$ cat src/hw/mem_pkg.sv
package mem_pkg;

  // ############################
  // command kinds
  // ############################

  // idle must stay zero, the decode register resets to it
  typedef enum logic [1:0] {
    OP_IDLE  = 2'd0,
    OP_READ  = 2'd1,
    OP_WRITE = 2'd2
  } mem_op_e;

  // ############################
  // default geometry
  // ############################

  // data width in bits
  localparam int DEF_WIDTH = 8;

  // host words, need not be a power of two
  localparam int DEF_NUMADDR = 48;

  // virtual banks, the address is split modulo this
  localparam int DEF_NUMVBNK = 4;

  // cycles from bank read strobe to t1 data
  localparam int DEF_SRAM_DELAY = 1;

endpackage

$ cat src/hw/mem_stage_if.sv
interface mem_stage_if #(
  parameter int WIDTH   = mem_pkg::DEF_WIDTH,
  parameter int BITVBNK = $clog2(mem_pkg::DEF_NUMVBNK),
  parameter int BITVROW = 4
);
  import mem_pkg::*;

  mem_op_e             op;    // idle, read or write
  logic [BITVBNK-1:0]  bank;  // addr modulo banks
  logic [BITVROW-1:0]  row;   // addr divided by banks
  logic [WIDTH-1:0]    bw;
  logic [WIDTH-1:0]    din;

  // decode side
  modport src (
    output op, bank, row, bw, din
  );

  // issue side
  modport dst (
    input op, bank, row, bw, din
  );

endinterface

$ cat src/hw/rw_decode_stage.sv
module rw_decode_stage #(
  parameter int WIDTH   = mem_pkg::DEF_WIDTH,
  parameter int NUMADDR = mem_pkg::DEF_NUMADDR,
  parameter int NUMVBNK = mem_pkg::DEF_NUMVBNK,
  parameter int BITADDR = $clog2(mem_pkg::DEF_NUMADDR),
  parameter int BITVBNK = $clog2(mem_pkg::DEF_NUMVBNK),
  parameter int BITVROW = 4
) (
  input  logic               clk,
  input  logic               rst,
  input  logic               rw_read,
  input  logic               rw_write,
  input  logic [BITADDR-1:0] rw_addr,
  input  logic [WIDTH-1:0]   rw_bw,
  input  logic [WIDTH-1:0]   rw_din,
  mem_stage_if.src           cmd
);
  import mem_pkg::*;

  // NUMADDR <= 2**BITADDR, so one extra bit holds the limit
  localparam logic [BITADDR:0] ADDR_LIMIT = (BITADDR + 1)'(NUMADDR);

  logic               in_range;
  mem_op_e            op_nxt;
  logic [BITVBNK-1:0] bank_nxt;
  logic [BITVROW-1:0] row_nxt;

  // ############################
  // classify and split
  // ############################

  assign in_range = {1'b0, rw_addr} < ADDR_LIMIT;

  always_comb begin
    if (!in_range) begin
      op_nxt = OP_IDLE;  // dropped, nothing reaches the banks
    end else if (rw_write) begin
      op_nxt = OP_WRITE; // write wins over a read in the same cycle
    end else if (rw_read) begin
      op_nxt = OP_READ;
    end else begin
      op_nxt = OP_IDLE;
    end
  end

  // modulo map, works for any bank count
  assign bank_nxt = BITVBNK'(rw_addr % NUMVBNK);
  assign row_nxt  = BITVROW'(rw_addr / NUMVBNK);

  // ############################
  // command register
  // ############################

  always_ff @(posedge clk) begin
    if (rst) begin
      cmd.op <= OP_IDLE;
    end else begin
      cmd.op <= op_nxt;
    end
  end

  always_ff @(posedge clk) begin
    cmd.bank <= bank_nxt;
    cmd.row  <= row_nxt;
    cmd.bw   <= rw_bw;
    cmd.din  <= rw_din;
  end

endmodule

$ cat src/hw/bank_issue_stage.sv
module bank_issue_stage #(
  parameter int WIDTH   = mem_pkg::DEF_WIDTH,
  parameter int NUMVBNK = mem_pkg::DEF_NUMVBNK,
  parameter int BITVBNK = $clog2(mem_pkg::DEF_NUMVBNK),
  parameter int BITVROW = 4
) (
  input  logic                       clk,
  input  logic                       rst,
  mem_stage_if.dst                   cmd,
  output logic [NUMVBNK-1:0]         t1_readA,
  output logic [NUMVBNK-1:0]         t1_writeA,
  output logic [NUMVBNK*BITVROW-1:0] t1_addrA,
  output logic [NUMVBNK*WIDTH-1:0]   t1_dinA,
  output logic [NUMVBNK*WIDTH-1:0]   t1_bwA,
  output logic                       rd_tag_vld,
  output logic [BITVBNK-1:0]         rd_tag_bank
);
  import mem_pkg::*;

  logic [NUMVBNK-1:0] bank_sel;
  logic               is_read;
  logic               is_write;

  // bank is always below NUMVBNK, so exactly one bit is set
  assign bank_sel = {{(NUMVBNK - 1){1'b0}}, 1'b1} << cmd.bank;
  assign is_read  = (cmd.op == OP_READ);
  assign is_write = (cmd.op == OP_WRITE);

  // ############################
  // strobes and read tag
  // ############################

  always_ff @(posedge clk) begin
    if (rst) begin
      t1_readA   <= '0;
      t1_writeA  <= '0;
      rd_tag_vld <= 1'b0;
    end else begin
      t1_readA   <= is_read ? bank_sel : '0;
      t1_writeA  <= is_write ? bank_sel : '0;
      rd_tag_vld <= is_read;  // travels next to the read strobe
    end
  end

  // ############################
  // broadcast payload
  // ############################

  // every slice gets the same row, data and mask
  always_ff @(posedge clk) begin
    t1_addrA    <= {NUMVBNK{cmd.row}};
    t1_dinA     <= {NUMVBNK{cmd.din}};
    t1_bwA      <= {NUMVBNK{cmd.bw}};
    rd_tag_bank <= cmd.bank;
  end

endmodule

$ cat src/hw/read_return_stage.sv
module read_return_stage #(
  parameter int WIDTH      = mem_pkg::DEF_WIDTH,
  parameter int NUMVBNK    = mem_pkg::DEF_NUMVBNK,
  parameter int BITVBNK    = $clog2(mem_pkg::DEF_NUMVBNK),
  parameter int SRAM_DELAY = mem_pkg::DEF_SRAM_DELAY
) (
  input  logic                     clk,
  input  logic                     rst,
  input  logic                     rd_tag_vld,
  input  logic [BITVBNK-1:0]       rd_tag_bank,
  input  logic [NUMVBNK*WIDTH-1:0] t1_doutA,
  output logic [WIDTH-1:0]         rw_dout,
  output logic                     rw_vld
);

  logic [SRAM_DELAY-1:0] tag_vld_pipe;
  logic [BITVBNK-1:0]    tag_bank_pipe [SRAM_DELAY];
  logic                  data_rdy;
  logic [WIDTH-1:0]      sel_dout;

  // ############################
  // tag delay line
  // ############################

  // last stage lines up with t1_doutA of the strobed bank
  always_ff @(posedge clk) begin
    if (rst) begin
      tag_vld_pipe <= '0;
    end else begin
      tag_vld_pipe[0] <= rd_tag_vld;
      for (int i = 1; i < SRAM_DELAY; i++) begin
        tag_vld_pipe[i] <= tag_vld_pipe[i-1];
      end
    end
  end

  always_ff @(posedge clk) begin
    tag_bank_pipe[0] <= rd_tag_bank;
    for (int i = 1; i < SRAM_DELAY; i++) begin
      tag_bank_pipe[i] <= tag_bank_pipe[i-1];
    end
  end

  assign data_rdy = tag_vld_pipe[SRAM_DELAY-1];
  assign sel_dout = t1_doutA[tag_bank_pipe[SRAM_DELAY-1]*WIDTH +: WIDTH];

  // output register, dout holds between reads
  always_ff @(posedge clk) begin
    if (rst) begin
      rw_vld <= 1'b0;
    end else begin
      rw_vld <= data_rdy;
    end
  end

  always_ff @(posedge clk) begin
    if (data_rdy) rw_dout <= sel_dout;
  end

endmodule

$ cat src/hw/algo_1rw_top.sv
module algo_1rw_top #(
  parameter int WIDTH      = mem_pkg::DEF_WIDTH,
  parameter int NUMADDR    = mem_pkg::DEF_NUMADDR,
  parameter int NUMVBNK    = mem_pkg::DEF_NUMVBNK,
  parameter int SRAM_DELAY = mem_pkg::DEF_SRAM_DELAY,
  // derived, not meant to be overridden
  parameter int NUMVROW    = (NUMADDR + NUMVBNK - 1) / NUMVBNK,
  parameter int BITADDR    = (NUMADDR > 1) ? $clog2(NUMADDR) : 1,
  parameter int BITVBNK    = $clog2(NUMVBNK),
  parameter int BITVROW    = (NUMVROW > 1) ? $clog2(NUMVROW) : 1
) (
  input  logic                       clk,
  input  logic                       rst,
  input  logic                       rw_read,
  input  logic                       rw_write,
  input  logic [BITADDR-1:0]         rw_addr,
  input  logic [WIDTH-1:0]           rw_bw,
  input  logic [WIDTH-1:0]           rw_din,
  output logic [WIDTH-1:0]           rw_dout,
  output logic                       rw_vld,
  output logic [NUMVBNK-1:0]         t1_readA,
  output logic [NUMVBNK-1:0]         t1_writeA,
  output logic [NUMVBNK*BITVROW-1:0] t1_addrA,
  output logic [NUMVBNK*WIDTH-1:0]   t1_dinA,
  output logic [NUMVBNK*WIDTH-1:0]   t1_bwA,
  input  logic [NUMVBNK*WIDTH-1:0]   t1_doutA
);

  logic               rd_tag_vld;
  logic [BITVBNK-1:0] rd_tag_bank;

  mem_stage_if #(.WIDTH(WIDTH), .BITVBNK(BITVBNK), .BITVROW(BITVROW)) stage_if ();

  rw_decode_stage #(
    .WIDTH(WIDTH), .NUMADDR(NUMADDR), .NUMVBNK(NUMVBNK),
    .BITADDR(BITADDR), .BITVBNK(BITVBNK), .BITVROW(BITVROW)
  ) u_decode (
    .clk(clk), .rst(rst), .rw_read(rw_read), .rw_write(rw_write),
    .rw_addr(rw_addr), .rw_bw(rw_bw), .rw_din(rw_din), .cmd(stage_if.src)
  );

  bank_issue_stage #(
    .WIDTH(WIDTH), .NUMVBNK(NUMVBNK), .BITVBNK(BITVBNK), .BITVROW(BITVROW)
  ) u_issue (
    .clk(clk), .rst(rst), .cmd(stage_if.dst),
    .t1_readA(t1_readA), .t1_writeA(t1_writeA), .t1_addrA(t1_addrA),
    .t1_dinA(t1_dinA), .t1_bwA(t1_bwA),
    .rd_tag_vld(rd_tag_vld), .rd_tag_bank(rd_tag_bank)
  );

  read_return_stage #(
    .WIDTH(WIDTH), .NUMVBNK(NUMVBNK), .BITVBNK(BITVBNK), .SRAM_DELAY(SRAM_DELAY)
  ) u_return (
    .clk(clk), .rst(rst), .rd_tag_vld(rd_tag_vld), .rd_tag_bank(rd_tag_bank),
    .t1_doutA(t1_doutA), .rw_dout(rw_dout), .rw_vld(rw_vld)
  );

endmodule

$ cat config.mk
export PLATFORM = sky130hd
export DESIGN_NAME = algo_1rw_top
export DESIGN_NICKNAME = d
export VERILOG_FILES = /design/src/hw/mem_pkg.sv /design/src/hw/mem_stage_if.sv /design/src/hw/rw_decode_stage.sv /design/src/hw/bank_issue_stage.sv /design/src/hw/read_return_stage.sv /design/src/hw/algo_1rw_top.sv
export SDC_FILE = /design/constraint.sdc
export NUM_CORES = 1
export LEC_CHECK = 0
export BUFFER_PORTS_ARGS = -buffer_cell sky130_fd_sc_hd__buf_2
export CORE_ASPECT_RATIO = 1.5
export CORE_MARGIN = 5
export CORE_UTILIZATION = 35
export DETAILED_ROUTE_END_ITERATION = 10
export PLACE_DENSITY = 0.75
export SYNTH_ARGS = -nofsm -noshare
export SYNTH_HDL_FRONTEND = slang
export SYNTH_SLANG_ARGS = --single-unit
$ cat constraint.sdc
create_clock -name clk -period 2.3 [get_ports clk]
set_clock_uncertainty 0.15 [all_clocks]
set_input_delay 0.345 -clock clk [delete_from_list [all_inputs] [get_ports clk]]
set_output_delay 0.345 -clock clk [all_outputs]
set_load 0.005 [all_outputs]
Word-level counts from Yosys, hierarchy flattened
Memory sizes are Yosys's and may differ from the RTL's. Index checks and enable logic that the tools add are counted.

Logic and storage cells: 31. Memory bits (writable): 2. Memories: 1. Bits in registers: 125. Input port bits: 58.

Memories: u_return.tag_bank_pipe (depth 1, bits a word 2, rd ports 1, clocked after memory_dff 0, wr ports 1, RTL line read_return_stage.sv:17) `logic [BITVBNK-1:0] tag_bank_pipe [SRAM_DELAY];`.

Eq/ne operators: 2. Magnitude comparators: 1. Shift-type cells: 2. Multiplexer cells: 2. Bitwise operators: 3. Reductions and logical operators: 4.

Operator list (number): $shiftx A32 B6 Y8 (1); $lt A6 B6 Y1 const B (1); $reduce_or A2 Y1 (3); $shl A1 B2 Y4 const A (1); $not A1 Y1 (3); $reduce_or A3 Y1 (1); $eq A2 B1 Y1 const B (1); $eq A2 B2 Y1 const B (1); $mux W2 (1); $mux W1 (1).

Depth between registers and ports, before layout
Word-level depth: 3. Gate-level depth with buffers: 2. Gate-level depth less buffers: 2.

By module
Synthesis repeated with hierarchy kept, for this count alone.

Cell total of the unflattened synthesis: 156. Area total of the unflattened synthesis: 2187.1 sq um.

Modules (own cells, without submodules): bank_issue_stage (cells an instance 105, instances 1, area each 1156.1 sq um, sequential area each 620.6 sq um); read_return_stage (cells an instance 24, instances 1, area each 529.3 sq um, sequential area each 320.3 sq um); rw_decode_stage (cells an instance 27, instances 1, area each 501.7 sq um, sequential area each 480.5 sq um).

Least setup slack after synthesis
No wires, ideal clock.

Path type: reg2reg. From: memory u_return.tag_bank_pipe[0][0] in the netlist's numbering. To: register u_return.rw_dout[0] (data pin). Required time: 1.878 ns. Path buffers: 1. Setup slack: 0.948 ns. Arrival time: 0.930 ns. Cell stages (with the launch flop): 3. Cell sequence: dfxtp_1 -> buf_6 -> mux4_2.

Word-level cells in the longest chain between the ends: 2.

Ends and longest elaborated chain: start, declared (RTL line read_return_stage.sv:17); $mem_v2 Z1 W2; $shiftx A32 B6 Y8 (RTL line read_return_stage.sv:45) `assign sel_dout = t1_doutA[tag_bank_pipe[SRAM_DELAY-1]*WIDTH +: WIDTH];`; named net u_return.sel_dout[0] (RTL line read_return_stage.sv:19) `logic [WIDTH-1:0] sel_dout;`; end signal, assigned (RTL line read_return_stage.sv:57) `if (data_rdy) rw_dout <= sel_dout;`; end, declared (RTL line read_return_stage.sv:12) `output logic [WIDTH-1:0] rw_dout,`.

The timed path passes the listed nets, and every way through them passes these cells. A chain may end at the register's enable or synchronous reset.

Final worst setup path
From: memory u_return.tag_bank_pipe[0][0] in the netlist's numbering. To: register u_return.rw_dout[5] (data pin).

The elaborated chain is that of the path after synthesis.

==> out/summary.txt <==
Status - complete, no violations
Worst path cell trace - mux4_2
Max cap viols - 0
Post-synthesis xor/xnor area fraction - 0%
Synth Flop Type - dfxtp_1
Clk_lat worst skew - 0.33 ns
Fin Setup TNS - 0 ns
DRC violation count after routing - 0
Routability-driven placement congestion ratio - 0.8847
Slowest-stage cell, CP - dfxtp_1
CTS H-tree lvls - 3
Final min period - 1.611 ns
Max VDD drop - 0.3842 mV
Hold slack final - 0.07690 ns
Drt pass-1 iters - 4
Top Usage Layer GRT - met2
Via count - 1423
Synthesized Nets - 214
Cts hold-fix bufs - 22
Yosys reg bits - 67
Rel. slew slack - 68.66%
Top delay family on crit path - flip-flops
Compound-Gate Fraction of Synth Area - 0.2294%
Grt ovf - 0
Clk slew on worst S/H paths - 0.07 ns
Nets - 339
HPWL Detailed - 3663 µm
Area leader, netlist - dfxtp_1
# IOs - 155
Asr flop ratio synth - 0%
Util after Layout - 48.80%
Crit Path Category - reg -> reg
Post-Place Cells - 322
Final Non-Filler Cells - 360
CTS sink cnt - 67
Post-Synth Adder-Cell Area - 0%
GR Util met3 - 3.565%
GRT met1 Usage - 9.899%
Seq/Total Area, Yosys - 65.14%
Synth Warn # - 0
N_diodes - 0
Largest net degree at the start of global routing - 12
Total track usage - 11.44%
Layout cells sized above 1 - 62.94%
Die Span X - 74.47 µm
Proportion of synthesized area in mux cells - 8.257%
Core area - 0.006131 mm²
Avg Cell Area, Syn - 13.99 µm²
CP endpoint kind - flip-flop
Worst-Margin Slew - 0.4694 ns
Worst path bufs/invs - 0
Vias in the first global route - 1334
Num CTS Buffers - 9
Max FO, Critical Path - 8
Initial DRC count - 52
Core Rows - 35
Req. time, crit path - 2.21 ns
Distinct cells, synth - 18
RSZ-0062 raised after global routing - false
Post-CTS Resized - 0
Synth top area cells - dfxtp_1, buf_4, edfxtp_1
DRT antenna net count - 0
Mapped Area - 0.002182 mm²
Setup Buffers After CTS - 0
Max clock buf depth - 2
DR vias/cell - 3.953
TritonCTS clock tree - built
Count leader, synth - buf_4
Wire length per cell - 13.13 µm
Final Hold Fails - 0
Final Setup Violations - 0
Fmax - 620.9 MHz
Initial antenna violation count - 0
Port bufs - 154
Gate Count Post-Synth - 156
Largest family of logic cells by synthesized area - buffers and inverters
Post-synth top cells - buf_4, dfxtp_1, edfxtp_1, mux4_2, nor2_1
Die area - 0.007946 mm²
Die Ht - 106.7 µm
Clk root buf - clkbuf_8
Initial Utilization - 35.59%
First-pass GRT wire length - 6348 µm
Post-synth EDFFs - 8
Power density cells - 796.8 mW/mm²
Critical path launch point type - flip-flop
P&R area growth vs syn - 37.10%
Tcrit/Tclk final - 70.02%
Worst hold-check path type - in -> reg
Final wirelength - 4725 µm
Leak pwr - 1.486 nW
Final count of pins violating max slew - 0
Simple-Gate Fraction of Synth Area - 4.817%
GR Util met2 - 19.81%
Slowest cell delay on critical path - 0.61 ns
Synth top area share - 54.13%
Critical path data arrival time - 1.52 ns
final timing paths:
check                               start                   to  slack [ns]  cells after the start
max          u_return.tag_bank_pipe[0][0]  u_return.rw_dout[5]        0.69                      1
min                              rw_write   u_decode.cmd.op[1]        0.08                      2
max reg2reg  u_return.tag_bank_pipe[0][0]  u_return.rw_dout[5]        0.69                      1
min reg2reg            u_decode.cmd.bw[2]   u_issue.t1_bwA[26]        0.17                      0
cell type report:
cell class	count	area [µm²]
fillers	562	3139
flip-flops and latches	67	1421
repair buffers	176	991.0
multi-input cells	26	290.3
clock buffers	11	141.4
well taps	74	92.59
clock inverters	5	51.30
inverters	1	3.754
registers in the layout (all words and copies together), names as in the netlist, 4 cells and up:
register and flops:
u_issue.t1_writeA 4, u_decode.cmd.bw 8, u_issue.t1_readA 4, u_issue.t1_addrA 4, u_issue.t1_dinA 8, u_return.rw_dout 8
u_decode.cmd.din 8, u_issue.t1_bwA 8, u_decode.cmd.row 4
power breakdown:
group / switching (mW) / internal (mW)
sequential: 0.0298 / 1.23
clock: 0.401 / 0.525
combinational: 0.0632 / 0.132
total: 0.494 / 1.89
layer usage:
| layer | share of wire, % | routed length, µm | up-vias |
|---|---|---|---|
| met1 | 31 | 1451 | 630 |
| li1 | - | - | 698 |
| met5 | 0 | 0 | - |
| met2 | 56 | 2641 | 78 |
| met4 | 4.6 | 217 | 0 |
| met3 | 8.8 | 415 | 17 |
stage by stage:
step | power (mW) | instance area [µm²] | worst slack [ns]
final | 2.384 | 2992 | 0.6895
after detailed placement | 1.459 | 2579 | 0.6960
after floorplan | 1.406 | 2182 | 0.9478
after CTS | 2.427 | 2992 | 0.6718
after global placement | 1.453 | 2579 | 0.7317
after global routing | 2.494 | 2992 | 0.6265
layout by cell type (no fill, tap or decap):
master | Yosys | layout
edfxtp_1 | 8 | 8
buf_2 | 0 | 154
a21oi_1 | 1 | 1
clkbuf_8 | 0 | 10
dfxtp_1 | 59 | 59
mux4_2 | 8 | 8
bufinv_16 | 0 | 1
clkinv_2 | 0 | 3
nand2_1 | 1 | 1
inv_4 | 0 | 1
nor3_1 | 1 | 1
inv_1 | 1 | 1
and2b_1 | 1 | 1
dlygate4sd3_1 | 0 | 22
clkbuf_1 | 0 | 1
nand2b_1 | 2 | 2
and3b_1 | 1 | 1
and2_1 | 1 | 1
nor2_1 | 6 | 6
or3b_4 | 2 | 2
nor2b_1 | 1 | 1
nor3_2 | 1 | 1
cell families after synthesis:
group / after synthesis
compound gates: 1
buf+inv: 63
mux: 8
flops: 67
simple gates: 17
Note: power is estimated with default switching activity, not from simulation.
